$ cat src/common/acq_bus_macros.svh
`ifndef ACQ_BUS_MACROS_SVH
`define ACQ_BUS_MACROS_SVH

// --------------------------------------------------
// Bus widths
// --------------------------------------------------
`define ACQ_WB_ADDR_W 8
`define ACQ_WB_DATA_W 32
`define ACQ_WB_SEL_W 4

// One ADC sample, two of them per FIFO word
`define ACQ_ADC_W 14

// Scratch RAM, 16 words
`define ACQ_MEM_AW 4

// --------------------------------------------------
// Address map
// --------------------------------------------------
// Everything below this goes to the RAM
`define ACQ_MEM_LIMIT 8'h10
`define ACQ_SMP_ADDR 8'h20
// Returned for any unmapped address
`define ACQ_DUMMY_WORD 32'hDEAD_BEEF

`endif

$ cat src/common/acq_bus_pkg.sv
`include "acq_bus_macros.svh"

package acq_bus_pkg;

    // --------------------------------------------------
    // Bus targets
    // --------------------------------------------------
    // Dummy is the catch-all for unmapped addresses
    typedef enum logic [1:0] {
        TGT_DUMMY = 2'd0,
        TGT_MEM   = 2'd1,
        TGT_SMP   = 2'd2
    } wb_target_e;

    // --------------------------------------------------
    // Sample word
    // --------------------------------------------------
    // Sample B in the upper half, A in the lower half
    // Each sample left aligned in its 16-bit half
    typedef struct packed {
        logic [`ACQ_ADC_W-1:0]                    smp_b;
        logic [`ACQ_WB_DATA_W/2-`ACQ_ADC_W-1:0] pad_b;
        logic [`ACQ_ADC_W-1:0]                    smp_a;
        logic [`ACQ_WB_DATA_W/2-`ACQ_ADC_W-1:0] pad_a;
    } smp_word_t;

endpackage

$ cat src/common/wb_target_if.sv
`timescale 1ns/100ps

`include "acq_bus_macros.svh"

// One Wishbone pipelined connection, decoder to one target
interface wb_target_if;

    // Request side, driven by the decoder
    logic                      cyc;
    logic                      stb;
    logic                      we;
    logic [`ACQ_WB_ADDR_W-1:0] addr;
    logic [`ACQ_WB_DATA_W-1:0] wdata;
    logic [`ACQ_WB_SEL_W-1:0]  sel;

    // Return side, driven by the target
    logic                      stall;
    logic                      ack;
    logic [`ACQ_WB_DATA_W-1:0] rdata;

    modport master (
        output cyc, stb, we, addr, wdata, sel,
        input  stall, ack, rdata
    );

    modport target (
        input  cyc, stb, we, addr, wdata, sel,
        output stall, ack, rdata
    );

endinterface

$ cat src/hw/acq_bus_top.sv
`timescale 1ns/100ps

`include "acq_bus_macros.svh"

module acq_bus_top (
    input  logic                      i_sys_clk,
    input  logic                      i_sys_rst,
    // Wishbone slave port
    input  logic                      i_wb_cyc,
    input  logic                      i_wb_stb,
    input  logic                      i_wb_we,
    input  logic [`ACQ_WB_ADDR_W-1:0] i_wb_addr,
    input  logic [`ACQ_WB_DATA_W-1:0] i_wb_wdata,
    input  logic [`ACQ_WB_SEL_W-1:0]  i_wb_sel,
    output logic                      o_wb_stall,
    output logic                      o_wb_ack,
    output logic [`ACQ_WB_DATA_W-1:0] o_wb_rdata,
    // Sample stream
    input  logic                      i_smp_valid,
    input  logic [`ACQ_ADC_W-1:0]     i_smp_a,
    input  logic [`ACQ_ADC_W-1:0]     i_smp_b,
    output logic                      o_smp_ready,
    // Service request
    output logic                      o_smp_req,
    input  logic                      i_smp_req_ack
);
    import acq_bus_pkg::*;

    wb_target_e sel_tgt;
    logic       dummy_cyc;

    // One connection per real target
    wb_target_if mem_bus ();
    wb_target_if smp_bus ();

    // --------------------------------------------------
    // Decode, targets, return path
    // --------------------------------------------------
    wb_addr_decode u_decode (
        .i_sys_clk   (i_sys_clk),
        .i_sys_rst   (i_sys_rst),
        .i_wb_cyc    (i_wb_cyc),
        .i_wb_stb    (i_wb_stb),
        .i_wb_we     (i_wb_we),
        .i_wb_addr   (i_wb_addr),
        .i_wb_wdata  (i_wb_wdata),
        .i_wb_sel    (i_wb_sel),
        .mem_bus     (mem_bus.master),
        .smp_bus     (smp_bus.master),
        .o_dummy_cyc (dummy_cyc),
        .o_sel_tgt   (sel_tgt)
    );

    wb_scratch_mem u_mem (
        .i_sys_clk (i_sys_clk),
        .i_sys_rst (i_sys_rst),
        .bus       (mem_bus.target)
    );

    sample_rxfifo #(
        .FIFO_AW (4)
    ) u_smp_fifo (
        .i_sys_clk     (i_sys_clk),
        .i_sys_rst     (i_sys_rst),
        .bus           (smp_bus.target),
        .i_smp_valid   (i_smp_valid),
        .i_smp_a       (i_smp_a),
        .i_smp_b       (i_smp_b),
        .o_smp_ready   (o_smp_ready),
        .o_smp_req     (o_smp_req),
        .i_smp_req_ack (i_smp_req_ack)
    );

    // Also holds the dummy target
    wb_resp_mux u_resp (
        .i_sys_clk   (i_sys_clk),
        .i_sys_rst   (i_sys_rst),
        .i_sel_tgt   (sel_tgt),
        .i_dummy_cyc (dummy_cyc),
        .i_wb_stb    (i_wb_stb),
        .mem_bus     (mem_bus.target),
        .smp_bus     (smp_bus.target),
        .o_wb_stall  (o_wb_stall),
        .o_wb_ack    (o_wb_ack),
        .o_wb_rdata  (o_wb_rdata)
    );

endmodule

$ cat src/hw/wb_addr_decode.sv
`timescale 1ns/100ps

`include "acq_bus_macros.svh"

module wb_addr_decode (
    input  logic                      i_sys_clk,
    input  logic                      i_sys_rst,
    input  logic                      i_wb_cyc,
    input  logic                      i_wb_stb,
    input  logic                      i_wb_we,
    input  logic [`ACQ_WB_ADDR_W-1:0] i_wb_addr,
    input  logic [`ACQ_WB_DATA_W-1:0] i_wb_wdata,
    input  logic [`ACQ_WB_SEL_W-1:0]  i_wb_sel,
    wb_target_if.master               mem_bus,
    wb_target_if.master               smp_bus,
    output logic                      o_dummy_cyc,
    output acq_bus_pkg::wb_target_e   o_sel_tgt
);
    import acq_bus_pkg::*;

    // Target picked from the strobe address and valid during the strobe
    wb_target_e sel_c;

    // --------------------------------------------------
    // Address compare
    // --------------------------------------------------
    always_comb begin
        if (i_wb_addr < `ACQ_MEM_LIMIT) begin
            sel_c = TGT_MEM;
        end else if (i_wb_addr == `ACQ_SMP_ADDR) begin
            sel_c = TGT_SMP;
        end else begin
            sel_c = TGT_DUMMY;
        end
    end

    // Held for the ack cycle and reloaded on every strobe
    always_ff @(posedge i_sys_clk) begin
        if (i_sys_rst) begin
            o_sel_tgt <= TGT_DUMMY;
        end else if (i_wb_cyc && i_wb_stb) begin
            o_sel_tgt <= sel_c;
        end
    end

    // --------------------------------------------------
    // Request fan-out
    // --------------------------------------------------
    // Only the chosen target sees cyc
    assign mem_bus.cyc   = i_wb_cyc && (sel_c == TGT_MEM);
    assign smp_bus.cyc   = i_wb_cyc && (sel_c == TGT_SMP);
    assign o_dummy_cyc   = i_wb_cyc && (sel_c == TGT_DUMMY);

    // Shared request lines
    assign mem_bus.stb   = i_wb_stb;
    assign mem_bus.we    = i_wb_we;
    assign mem_bus.addr  = i_wb_addr;
    assign mem_bus.wdata = i_wb_wdata;
    assign mem_bus.sel   = i_wb_sel;
    assign smp_bus.stb   = i_wb_stb;
    assign smp_bus.we    = i_wb_we;
    assign smp_bus.addr  = i_wb_addr;
    assign smp_bus.wdata = i_wb_wdata;
    assign smp_bus.sel   = i_wb_sel;

endmodule

$ cat src/hw/wb_resp_mux.sv
`timescale 1ns/100ps

`include "acq_bus_macros.svh"

module wb_resp_mux (
    input  logic                      i_sys_clk,
    input  logic                      i_sys_rst,
    input  acq_bus_pkg::wb_target_e   i_sel_tgt,
    input  logic                      i_dummy_cyc,
    input  logic                      i_wb_stb,
    wb_target_if.target               mem_bus,
    wb_target_if.target               smp_bus,
    output logic                      o_wb_stall,
    output logic                      o_wb_ack,
    output logic [`ACQ_WB_DATA_W-1:0] o_wb_rdata
);
    import acq_bus_pkg::*;

    logic dummy_ack;

    // --------------------------------------------------
    // Dummy target
    // --------------------------------------------------
    // Acks one cycle after a strobe to an unmapped address
    always_ff @(posedge i_sys_clk) begin
        if (i_sys_rst) begin
            dummy_ack <= 1'b0;
        end else begin
            dummy_ack <= i_dummy_cyc && i_wb_stb;
        end
    end

    // --------------------------------------------------
    // Return routing
    // --------------------------------------------------
    // Registered select names the target being acked
    always_comb begin
        case (i_sel_tgt)
            TGT_MEM: begin
                o_wb_stall = mem_bus.stall;
                o_wb_ack   = mem_bus.ack;
                o_wb_rdata = mem_bus.rdata;
            end
            TGT_SMP: begin
                o_wb_stall = smp_bus.stall;
                o_wb_ack   = smp_bus.ack;
                o_wb_rdata = smp_bus.rdata;
            end
            default: begin
                // Dummy never stalls
                o_wb_stall = 1'b0;
                o_wb_ack   = dummy_ack;
                o_wb_rdata = `ACQ_DUMMY_WORD;
            end
        endcase
    end

endmodule

$ cat src/hw/wb_scratch_mem.sv
`timescale 1ns/100ps

`include "acq_bus_macros.svh"

module wb_scratch_mem (
    input  logic        i_sys_clk,
    input  logic        i_sys_rst,
    wb_target_if.target bus
);

    localparam int WORDS = 1 << `ACQ_MEM_AW;

    // Word storage
    logic [`ACQ_WB_DATA_W-1:0] mem [WORDS];

    logic                   req;
    logic [`ACQ_MEM_AW-1:0] word_addr;

    // Accepted request, stall is never raised
    assign req       = bus.cyc && bus.stb;
    assign word_addr = bus.addr[`ACQ_MEM_AW-1:0];
    assign bus.stall = 1'b0;

    // --------------------------------------------------
    // Array access
    // --------------------------------------------------
    // Writes go per byte lane under sel
    // Reads land in rdata for the ack cycle
    always_ff @(posedge i_sys_clk) begin
        if (req) begin
            if (bus.we) begin
                for (int i = 0; i < `ACQ_WB_SEL_W; i++) begin
                    if (bus.sel[i]) begin
                        mem[word_addr][8*i +: 8] <= bus.wdata[8*i +: 8];
                    end
                end
            end else begin
                bus.rdata <= mem[word_addr];
            end
        end
    end

    // Ack one cycle after acceptance, reads and writes alike
    always_ff @(posedge i_sys_clk) begin
        if (i_sys_rst) begin
            bus.ack <= 1'b0;
        end else begin
            bus.ack <= req;
        end
    end

endmodule

$ cat src/sample_fifo/sample_rxfifo.sv
`timescale 1ns/100ps

`include "acq_bus_macros.svh"

module sample_rxfifo #(
    parameter int FIFO_AW = 4
) (
    input  logic                 i_sys_clk,
    input  logic                 i_sys_rst,
    wb_target_if.target          bus,
    input  logic                 i_smp_valid,
    input  logic [`ACQ_ADC_W-1:0] i_smp_a,
    input  logic [`ACQ_ADC_W-1:0] i_smp_b,
    output logic                 o_smp_ready,
    output logic                 o_smp_req,
    input  logic                 i_smp_req_ack
);
    import acq_bus_pkg::*;

    // Count levels, full is the depth itself
    localparam logic [FIFO_AW:0] CNT_FULL = {1'b1, {FIFO_AW{1'b0}}};
    localparam logic [FIFO_AW:0] CNT_HALF = CNT_FULL >> 1;

    smp_word_t fifo_mem [1 << FIFO_AW];

    logic [FIFO_AW-1:0] wr_ptr;
    logic [FIFO_AW-1:0] rd_ptr;
    logic [FIFO_AW:0]   count;
    smp_word_t          smp_word;
    logic               push;
    logic               rd_req;
    logic               pop;

    // Pack the pair, pad bits stay zero
    always_comb begin
        smp_word       = '0;
        smp_word.smp_b = i_smp_b;
        smp_word.smp_a = i_smp_a;
    end

    // Stream side takes nothing while full
    assign o_smp_ready = (count != CNT_FULL);
    assign push        = i_smp_valid && o_smp_ready;

    // Bus reads pop the head; writes are acked and dropped
    assign rd_req    = bus.cyc && bus.stb && !bus.we;
    assign pop       = rd_req && (count != '0);
    assign bus.stall = 1'b0;

    // --------------------------------------------------
    // Storage and read data
    // --------------------------------------------------
    always_ff @(posedge i_sys_clk) begin
        if (push) begin
            fifo_mem[wr_ptr] <= smp_word;
        end
        // Empty read returns zero
        if (rd_req) begin
            bus.rdata <= pop ? fifo_mem[rd_ptr] : '0;
        end
    end

    // --------------------------------------------------
    // Pointers, count, ack, service request
    // --------------------------------------------------
    always_ff @(posedge i_sys_clk) begin
        if (i_sys_rst) begin
            wr_ptr    <= '0;
            rd_ptr    <= '0;
            count     <= '0;
            bus.ack   <= 1'b0;
            o_smp_req <= 1'b0;
        end else begin
            bus.ack <= bus.cyc && bus.stb;
            if (push) begin
                wr_ptr <= wr_ptr + 1'b1;
            end
            if (pop) begin
                rd_ptr <= rd_ptr + 1'b1;
            end
            case ({push, pop})
                2'b10:   count <= count + 1'b1;
                2'b01:   count <= count - 1'b1;
                default: count <= count;
            endcase
            // Sticky while half full, host ack clears it below half
            if (count >= CNT_HALF) begin
                o_smp_req <= 1'b1;
            end else if (i_smp_req_ack) begin
                o_smp_req <= 1'b0;
            end
        end
    end

endmodule

$ cat config.mk
export PLATFORM = sky130hd
export DESIGN_NAME = acq_bus_top
export DESIGN_NICKNAME = d
export VERILOG_FILES = /design/src/common/acq_bus_pkg.sv /design/src/common/wb_target_if.sv /design/src/hw/acq_bus_top.sv /design/src/hw/wb_addr_decode.sv /design/src/hw/wb_resp_mux.sv /design/src/hw/wb_scratch_mem.sv /design/src/sample_fifo/sample_rxfifo.sv
export VERILOG_INCLUDE_DIRS = /design/src /design/src/common
export SDC_FILE = /design/constraint.sdc
export NUM_CORES = 1
export LEC_CHECK = 0
export BUFFER_PORTS_ARGS = -buffer_cell sky130_fd_sc_hd__buf_2
export CAP_MARGIN = 10
export CORE_MARGIN = 2
export CORE_UTILIZATION = 55
export CTS_CLUSTER_SIZE = 30
export DETAILED_ROUTE_END_ITERATION = 16
export GPL_ROUTABILITY_DRIVEN = 0
export PLACE_DENSITY = 0.72
export SLEW_MARGIN = 5
export SYNTH_ARGS = -nofsm -noshare
export SYNTH_HDL_FRONTEND = slang
export SYNTH_SLANG_ARGS = --single-unit
$ cat constraint.sdc
create_clock -name i_sys_clk -period 5.1 [get_ports i_sys_clk]
set_input_delay 0.765 -clock i_sys_clk [delete_from_list [all_inputs] [get_ports i_sys_clk]]
set_output_delay 0.765 -clock i_sys_clk [all_outputs]
set_load 0.1 [all_outputs]
==> results.sh, run 1 <==
export IMPL_status="complete, no violations"
export IMPL_drt_pass1_iterations=7
export IMPL_clk_pin_slew_ps=60
export IMPL_syn_area_um2=39700
export IMPL_worstPathRequired_ps=4340
export IMPL_tightest_slew_ps=1270
export IMPL_layout_commonest_cell="edfxtp_1"
export IMPL_netlist_top_cell_by_area="edfxtp_1"
export IMPL_synthAdderAreaFrac=0.00397
export IMPL_grt_pass1_wl_um=127000
export IMPL_slew_limit_headroom=0.153
export IMPL_antenna_found_initial=8
export IMPL_synth_simple_gate_area_share=0.0224
export IMPL_post_route_util=0.629
export IMPL_detail_route_antenna_nets=0
export IMPL_num_fill_cells=4669
export IMPL_r2r_cells=10
export IMPL_period_needed_ps=3870
export IMPL_htreeDepth=3
export IMPL_synth_edf_count=1020
export IMPL_clock_path_buffers=3
export IMPL_cp_data_arrival_time_ps=3100
export IMPL_dr_first_iter_drc_count=2241
export IMPL_pin_count=115
export IMPL_yosys_warnings=0
export IMPL_rrSetupSlack_ps=1740
export IMPL_max_freq_ghz=0.259
export IMPL_die_w_um=273
export IMPL_drc=0
export IMPL_hold_violations=0
export IMPL_synth_ff_type="edfxtp_1"
export IMPL_cts_root_buf="clkbuf_16"
export IMPL_postLayoutCellArea_um2=45000
export IMPL_post_cts_setup_buffers=0
export IMPL_dieArea_um2=74300
export IMPL_design_core_area_um2=71500
export IMPL_grt_pass1_vias=19462
export IMPL_grt_setup_unrepaired="no"
export IMPL_mostFrequentLayoutCells="1,020 x edfxtp_1, 240 x mux4_2, 111 x buf_2"
export IMPL_synthXorXnorAreaFrac=0.00132
export IMPL_fp_row_count=98
export IMPL_clock_sinks=1039
export IMPL_timing_rr_start="u_smp_fifo.count[0]$_SDFFE_PP0P_"
export IMPL_start_kind="flop"
export IMPL_synth_net_count=1914
export IMPL_fp_dieH_um=273
export IMPL_synth_area_per_cell_um2=21.8
export IMPL_viasPerCell=6.26
export IMPL_crit_type="reg -> out"
export IMPL_yosysSeqAreaShare=0.782
export IMPL_end_kind="primary output"
export IMPL_fin_setup_tns_ps=0
export IMPL_drive_gt1_frac=0.295
export IMPL_wl_per_cell_um=28.4
export IMPL_reg2reg_to="u_smp_fifo.count[4]$_SDFFE_PP0P_"
export IMPL_final_cells=3050
export IMPL_grt_max_degree=136
export IMPL_dpl_cell_area_um2=41900
export IMPL_p_per_area_nw_per_um2=376
export IMPL_cap_viol_max_count=0
export IMPL_cts_resized=0
export IMPL_clkLatencyLatePin_ps=640
export IMPL_num_vias=19078
export IMPL_cp_endpoint="o_wb_rdata[8]"
export IMPL_globalRouteTotalUtil=0.236
export IMPL_setup_violations=0
export IMPL_p_leak_nw=14.1
export IMPL_dp_cells=2876
export IMPL_hp_class="in -> reg"
export IMPL_cts_buffers=98
export IMPL_worst_path_max_fanout=25
export IMPL_drv_slew=0
export IMPL_overflow=0
export IMPL_io_buffers=113
export IMPL_start_util=0.555
export IMPL_regArea_um2=31000
export IMPL_hold_buffers=0
export IMPL_async_reset_ff_frac=0
export IMPL_cts_tree="done"
export IMPL_totalWireLength_um=86500
export IMPL_synth_top_area_share=0.772
export IMPL_muxShareOfSynthArea=0.152
export IMPL_synth_compound_area_frac=0.0268
export IMPL_final_setup_skew_ps=24.4
export IMPL_yosys_top_cells_area="edfxtp_1 77%, mux4_2 14%, mux2i_1 1.5%"
export IMPL_areaGrowthSynthToFinish_pct=13.3
export IMPL_synthCells=1823
export IMPL_dp_hpwl_um=51200
export IMPL_ir_worst_vdd_mv=0.236
export IMPL_ys_ff_latch=1039
export IMPL_synth_top_family_by_area="multiplexers"
export IMPL_fin_nets=2117
export IMPL_setup_worst_path_start="u_decode.o_sel_tgt[1]$_SDFFE_PP0P_"
export IMPL_multi_input_area_um2=8350
export IMPL_fin_crit_sh=0.758
export IMPL_ys_types=46
## worst min-delay path by stage
stage | from | to | slack, ps | depth (start not counted)
2_1_floorplan | u_decode.o_sel_tgt[0]$_SDFFE_PP0P_ | u_decode.o_sel_tgt[0]$_SDFFE_PP0P_ | 450 | 2
3_3_place_gp | u_decode.o_sel_tgt[0]$_SDFFE_PP0P_ | u_decode.o_sel_tgt[0]$_SDFFE_PP0P_ | 470 | 2
3_5_place_dp | u_decode.o_sel_tgt[0]$_SDFFE_PP0P_ | u_decode.o_sel_tgt[0]$_SDFFE_PP0P_ | 470 | 2
4_1_cts | i_smp_req_ack | u_smp_fifo.o_smp_req$_SDFFE_PP0P_ | 390 | 3
5_1_grt | i_smp_req_ack | u_smp_fifo.o_smp_req$_SDFFE_PP0P_ | 410 | 3
6_report | i_smp_req_ack | u_smp_fifo.o_smp_req$_SDFFE_PP0P_ | 410 | 3
## report_power, final
part / switching (mW) / internal (mW) / leakage (nW)
combinational: 0.353 / 0.187 / 3.18
sequential: 0.0154 / 9.42 / 9.43
clock: 2.97 / 3.97 / 1.49
## layout make-up
class	count	share of cell area
repair buffers	209	0.0294
clock inverters	56	0.0106
flip-flops and latches	1039	0.690
well taps	950	0.0264
inverters	11	0.000918
diodes	2	0.000111
clock buffers	116	0.0570
multi-input cells	667	0.186
## Yosys cell counts, types with 3 or more instances
cell type  instances
o21ai_0            3
clkbuf_1          77
mux4_2           240
o22ai_1           27
a21oi_1            8
nand3_1            4
xor2_1             4
edfxtp_1        1020
a22oi_1           72
nor2_1           105
buf_2              9
nor3_1             7
nor4_1             8
buf_1             15
nand2_1           59
nand2b_1           6
buf_6              3
mux2i_1           61
or4_1              3
ha_1              11
a221o_1           21
dfxtp_1           19
nor2b_1            4
inv_1             11
## stage by stage
stage,hold WS (ps),power [mW],worst slack [ps]
2_1_floorplan,454,9.92,1150
3_5_place_dp,471,10.2,909
5_1_grt,412,17.4,1080
6_report,413,16.9,1230
3_3_place_gp,469,10.1,953
4_1_cts,390,17.0,1250
## critical path, cell delays in order (launching register included)
cell and delay [ps]:
dfxtp_1 320, inv_1 60, ha_1 990, a22oi_1 210
nor2_1 370, buf_2 510
## logic make-up (layout without fill, tap and decap cells)
group	after synthesis	after routing
xor+xnor	6	6
mux	302	302
buf+inv	117	392
compound gates	139	139
simple gates	207	207
fa+ha+maj	12	12
other cells	1	3
flops	1039	1039
## routing by layer
metal	routed length (um)	GRT usage	part of all wire
met5	51	0	0.00059
met2	42800	0.378	0.49
met3	7500	0.0454	0.087
met4	1960	0.0654	0.023
met1	34200	0.338	0.40
## state kept, by name (all words and copies together) (netlist names), 2 cells and up
register              count
u_mem.mem               512
u_smp_fifo.fifo_mem     448
u_mem.bus.rdata          32
u_smp_fifo.bus.rdata     28
u_smp_fifo.count          5
u_smp_fifo.rd_ptr         4
u_smp_fifo.wr_ptr         4
u_decode.o_sel_tgt        2
No activity file was read; power rests on OpenSTA's default activity.
==> inputs of run 2 (changes only) <==
==> constraint.sdc (replaced) <==
create_clock -name i_sys_clk -period 3.65 [get_ports i_sys_clk]
set_input_delay 0.5475 -clock i_sys_clk [delete_from_list [all_inputs] [get_ports i_sys_clk]]
set_output_delay 0.5475 -clock i_sys_clk [all_outputs]
set_load 0.1 [all_outputs]
==> results.sh, run 2 (synthesis gave the netlist of run 1 again) <==
export IMPL_status="complete, no violations"
export IMPL_largest_reg_flops=512
export IMPL_fp_dieH_um=273
export IMPL_start_kind="flop"
export IMPL_layout_commonest_cell="edfxtp_1"
export IMPL_intPower_mw=20.1
export IMPL_grt_pass1_wl_um=129000
export IMPL_post_cts_setup_buffers=0
export IMPL_grt_use_met2=0.378
export IMPL_fin_setup_tns_ps=0
export IMPL_fp_row_count=98
export IMPL_pin_count=115
export IMPL_grt_busiest_layer="met2"
export IMPL_period_needed_ps=3290
export IMPL_final_setup_skew_ps=26.1
export IMPL_globalRouteTotalUtil=0.239
export IMPL_start_util=0.555
export IMPL_slew_limit_headroom=0.293
export IMPL_worst_path_max_fanout=14
export IMPL_crit_type="reg -> out"
export IMPL_detail_route_antenna_nets=0
export IMPL_p_clk_frac=0.441
export IMPL_totalWireLength_um=87400
export IMPL_post_route_util=0.639
export IMPL_drc=0
export IMPL_hold_violations=0
export IMPL_dieArea_um2=74300
export IMPL_reg_largest_list="u_mem.mem x512, u_smp_fifo.fifo_mem x448, u_mem.bus.rdata x32"
export IMPL_p_leak_nw=14.4
export IMPL_dp_hpwl_um=51000
export IMPL_p_seq_frac=0.528
export IMPL_die_w_um=273
export IMPL_hold_buffers=0
export IMPL_met1_usage=0.345
export IMPL_overflow=0
export IMPL_cts_buffers=101
export IMPL_wl_per_cell_um=28.3
export IMPL_drv_slew=0
export IMPL_pwr_share_comb=0.031
export IMPL_setup_violations=0
export IMPL_hp_class="in -> reg"
export IMPL_p_sw_mw=4.92
export IMPL_fin_crit_sh=0.901
export IMPL_htreeDepth=3
export IMPL_cts_root_buf="clkbuf_16"
export IMPL_end_kind="primary output"
export IMPL_cp_data_arrival_time_ps=2740
export IMPL_cts_tree="done"
export IMPL_met3_usage=0.0428
export IMPL_drt_pass1_iterations=5
export IMPL_grt_setup_unrepaired="no"
export IMPL_clkLatencyLatePin_ps=670
export IMPL_regMostFlops="u_mem.mem"
export IMPL_clock_path_buffers=3
export IMPL_mostFrequentLayoutCells="1,020 x edfxtp_1, 240 x mux4_2, 115 x buf_4"
export IMPL_tightest_slew_ps=1060
export IMPL_clk_pin_slew_ps=60
export IMPL_worstPathRequired_ps=3100
export IMPL_antenna_found_initial=7
export IMPL_areaGrowthSynthToFinish_pct=15.2
export IMPL_grt_pass1_vias=19960
export IMPL_power_mw=25.0
export IMPL_max_freq_ghz=0.304
export IMPL_clock_sinks=1039
export IMPL_num_vias=19407
export IMPL_grt_max_degree=136
export IMPL_design_core_area_um2=71500
export IMPL_viasPerCell=6.28
export IMPL_fin_nets=2144
export IMPL_ir_worst_vdd_mv=0.338
export IMPL_drive_gt1_frac=0.309
export IMPL_cap_viol_max_count=0
export IMPL_p_sw_frac=0.197
export IMPL_dr_first_iter_drc_count=2098
export IMPL_p_per_area_nw_per_um2=547
export IMPL_io_buffers=113
export IMPL_cts_resized=0
run 2: changes by cell type in the layout (fill, tap and decap cells not counted), sizes merged:
cell      before  now
diode          2    3
clkinv        43   41
bufinv         8   20
buf          208  232
clkinvlp       3    5
clkbuf       117  121
run 2: path summary, 6_finish.rpt:
path / start / end / slack (ps) / cells past startpoint
max: u_decode.o_sel_tgt[0]$_SDFFE_PP0P_ / o_wb_rdata[30] / 360 / 5
min: i_smp_req_ack / u_smp_fifo.o_smp_req$_SDFFE_PP0P_ / 180 / 3
max reg2reg: u_smp_fifo.count[0]$_SDFFE_PP0P_ / u_smp_fifo.count[4]$_SDFFE_PP0P_ / 810 / 11
min reg2reg: u_smp_fifo.o_smp_req$_SDFFE_PP0P_ / u_smp_fifo.o_smp_req$_SDFFE_PP0P_ / 480 / 2
run 2: final cells by class:
class,count,area [um^2]
fill,4600,25800
clock inverter,68,885
timing repair buffer,233,1550
antenna,3,7.51
sequential,1039,31000
tap,950,1190
multi-input combinational,667,8340
inverter,11,41.3
clock buffer,120,2660
run 2: worst max-delay path, stage by stage, from the launching register on:
cell	delay [ps]
dfxtp_1	370
inv_1	60
ha_1	700
buf_4	280
a221o_1	210
buf_2	470
run 2: stage by stage:
step                      instances  area (um^2)  hold WS, ps  setup slack, ps
after global placement         2900        42100          465              162
after CTS                      3088        45700          170              376
after detailed placement       2900        42100          479              178
after floorplan                1823        39700          454             64.8
after global routing           3091        45700          195              241
final                          3091        45700          183              360
run 2: power by group through the flow:
stage               clock network (mW)  logic, mW  registers [mW]
floorplan                            0      0.418            13.4
global placement                     0      0.743            13.4
detailed placement                   0      0.770            13.4
CTS                               11.1      0.775            13.2
global route                      11.6      0.833            13.2
finish                            11.0      0.770            13.2
run 2: routing by layer:
layer  vias to the layer above  share of wire
met5                         -        0.00016
met1                     10317           0.41
li1                       8104              -
met4                         2          0.022
met3                       129          0.082
met2                       855           0.49
==> inputs of run 3 (changes only) <==
--- a/config.mk
+++ b/config.mk
@@ -8,12 +8,15 @@
 export LEC_CHECK = 0
 export BUFFER_PORTS_ARGS = -buffer_cell sky130_fd_sc_hd__buf_2
 export CAP_MARGIN = 10
+export CELL_PAD_IN_SITES_DETAIL_PLACEMENT = 0
+export CELL_PAD_IN_SITES_GLOBAL_PLACEMENT = 1
 export CORE_MARGIN = 2
 export CORE_UTILIZATION = 55
 export CTS_CLUSTER_SIZE = 30
 export DETAILED_ROUTE_END_ITERATION = 16
 export GPL_ROUTABILITY_DRIVEN = 0
-export PLACE_DENSITY = 0.72
+export GPL_TIMING_DRIVEN = 0
+export PLACE_DENSITY = 0.79
 export SLEW_MARGIN = 5
 export SYNTH_ARGS = -nofsm -noshare
 export SYNTH_HDL_FRONTEND = slang
==> results.sh, run 3 (synthesis gave the netlist of run 1 again) <==
export IMPL_status="complete, no violations"
export IMPL_cp_top_family="buffers and inverters"
export IMPL_cp_num_cells=5
export IMPL_worstPathRequired_ps=3100
export IMPL_htreeDepth=3
export IMPL_timing_rr_start="u_smp_fifo.rd_ptr[1]$_SDFFE_PP0P_"
export IMPL_ir_worst_vdd_mv=0.360
export IMPL_dr_first_iter_drc_count=2615
export IMPL_cts_buffers=102
export IMPL_start_util=0.555
export IMPL_whs_ps=149
export IMPL_final_setup_skew_ps=29.8
export IMPL_drt_pass1_iterations=5
export IMPL_areaGrowthSynthToFinish_pct=14.0
export IMPL_reg_largest_list="u_mem.mem x512, u_smp_fifo.fifo_mem x448, u_mem.bus.rdata x32"
export IMPL_grt_pass1_wl_um=134000
export IMPL_drive_gt1_frac=0.268
export IMPL_hold_violations=0
export IMPL_io_buffers=109
export IMPL_clock_path_buffers=3
export IMPL_rrSetupSlack_ps=410
export IMPL_fin_nets=2159
export IMPL_clk_pin_slew_ps=60
export IMPL_antenna_found_initial=3
export IMPL_hold_buffers=0
export IMPL_setup_violations=0
export IMPL_tightest_slew_ps=1190
export IMPL_clock_sinks=1039
export IMPL_multi_input_area_um2=8350
export IMPL_drv_slew=0
export IMPL_p_leak_nw=14.1
export IMPL_overflow=0
export IMPL_p_per_area_nw_per_um2=532
export IMPL_cts_root_buf="clkbuf_16"
export IMPL_layout_commonest_cell="edfxtp_1"
export IMPL_pre_cts_ws_ps=-563
export IMPL_cp_data_arrival_time_ps=3030
export IMPL_dp_hpwl_um=61300
export IMPL_wl_per_cell_um=29.7
export IMPL_grt_setup_unrepaired="no"
export IMPL_dp_cells=2913
export IMPL_reg2reg_to="u_smp_fifo.bus.rdata[15]$_SDFFCE_PN0P_"
export IMPL_dpl_cell_area_um2=42000
export IMPL_fp_row_count=98
export IMPL_fp_dieH_um=273
export IMPL_path_cells="inv_1 -> ha_1 -> clkbuf_1 -> a221o_1 -> buf_2"
export IMPL_mostFrequentLayoutCells="1,020 x edfxtp_1, 240 x mux4_2, 118 x buf_2"
export IMPL_dieArea_um2=74300
export IMPL_viasPerCell=6.37
export IMPL_clkLatencyLatePin_ps=670
export IMPL_grt_max_degree=30
export IMPL_crit_type="reg -> out"
export IMPL_fin_crit_sh=0.981
export IMPL_cp_endpoint="o_wb_rdata[6]"
export IMPL_cap_viol_max_count=0
export IMPL_hp_class="in -> reg"
export IMPL_totalWireLength_um=92200
export IMPL_power_mw=24.1
export IMPL_cts_tree="done"
export IMPL_max_freq_ghz=0.279
export IMPL_detail_route_antenna_nets=0
export IMPL_cp_num_buf_inv=3
export IMPL_postLayoutCellArea_um2=45300
export IMPL_end_kind="primary output"
export IMPL_num_fill_cells=4740
export IMPL_start_kind="flop"
export IMPL_design_core_area_um2=71500
export IMPL_pin_count=115
export IMPL_fin_ws_ps=67.9
export IMPL_setup_worst_path_start="u_decode.o_sel_tgt[0]$_SDFFE_PP0P_"
export IMPL_globalRouteTotalUtil=0.252
export IMPL_worst_path_max_fanout=10
export IMPL_regMostFlops="u_mem.mem"
export IMPL_slowest_stage="clkbuf_1"
export IMPL_largest_reg_flops=512
export IMPL_num_vias=19759
export IMPL_slew_limit_headroom=0.204
export IMPL_r2r_cells=6
export IMPL_final_cells=3102
export IMPL_slowest_delay_ps=600
export IMPL_die_w_um=273
export IMPL_regArea_um2=31000
export IMPL_period_needed_ps=3580
export IMPL_grt_pass1_vias=20120
export IMPL_drc=0
run 3: worst min-delay path by stage:
stage / from / to / depth (start not counted)
2_1_floorplan: u_decode.o_sel_tgt[0]$_SDFFE_PP0P_ / u_decode.o_sel_tgt[0]$_SDFFE_PP0P_ / 2
3_3_place_gp: u_smp_fifo.o_smp_req$_SDFFE_PP0P_ / u_smp_fifo.o_smp_req$_SDFFE_PP0P_ / 2
3_5_place_dp: u_smp_fifo.o_smp_req$_SDFFE_PP0P_ / u_smp_fifo.o_smp_req$_SDFFE_PP0P_ / 2
4_1_cts: i_smp_req_ack / u_smp_fifo.o_smp_req$_SDFFE_PP0P_ / 3
5_1_grt: i_smp_req_ack / u_smp_fifo.o_smp_req$_SDFFE_PP0P_ / 3
6_report: i_smp_req_ack / u_smp_fifo.o_smp_req$_SDFFE_PP0P_ / 3
run 3: metal layers:
layer	wire length, um	GRT usage	vias to the layer above
met5	11	0	-
met4	2020	0.0695	2
met3	9100	0.0562	130
met2	44100	0.391	1033
met1	36900	0.367	10449
li1	-	-	8145
run 3: cell type report:
cell class / instances / share of cell area
Timing Repair Buffer: 142 / 0.0226
Antenna cell: 1 / 0.0000553
Buffer: 105 / 0.00968
Clock buffer: 129 / 0.0593
Multi-Input combinational cell: 667 / 0.184
Clock inverter: 58 / 0.0114
Tap cell: 950 / 0.0263
Inverter: 11 / 0.000912
Sequential cell: 1039 / 0.685
run 3: through the flow:
step,util,setup TNS (ps)
final,0.633,0
after global routing,0.633,0
after CTS,0.633,0
after detailed placement,0.588,-46830
after global placement,0.579,-820520
after floorplan,-,0
run 3: report_power, final:
group | internal [mW] | total [mW] | switching (mW) | leakage (nW)
sequential | 13.2 | 13.2 | 0.0219 | 9.43
clock | 5.70 | 10.1 | 4.35 | 1.57
combinational | 0.275 | 0.811 | 0.536 | 3.06
total | 19.1 | 24.1 | 4.91 | 14.1
run 3: worst reg2reg max path, stage by stage (launching register included):
cell	delay, ps
dfxtp_1	340
clkbuf_1	360
clkbuf_1	610
buf_1	730
mux4_2	600
mux2i_1	130
o22ai_1	150
run 3: what timing repair did:
| action | 4_1_cts | 5_1_grt |
|---|---|---|
| setup buffers | 0 | 1 |
| pin swaps | 0 | 1 |
| endpoints found under the setup margin | 12 | 10 |
| resized for setup | 2 | 5 |
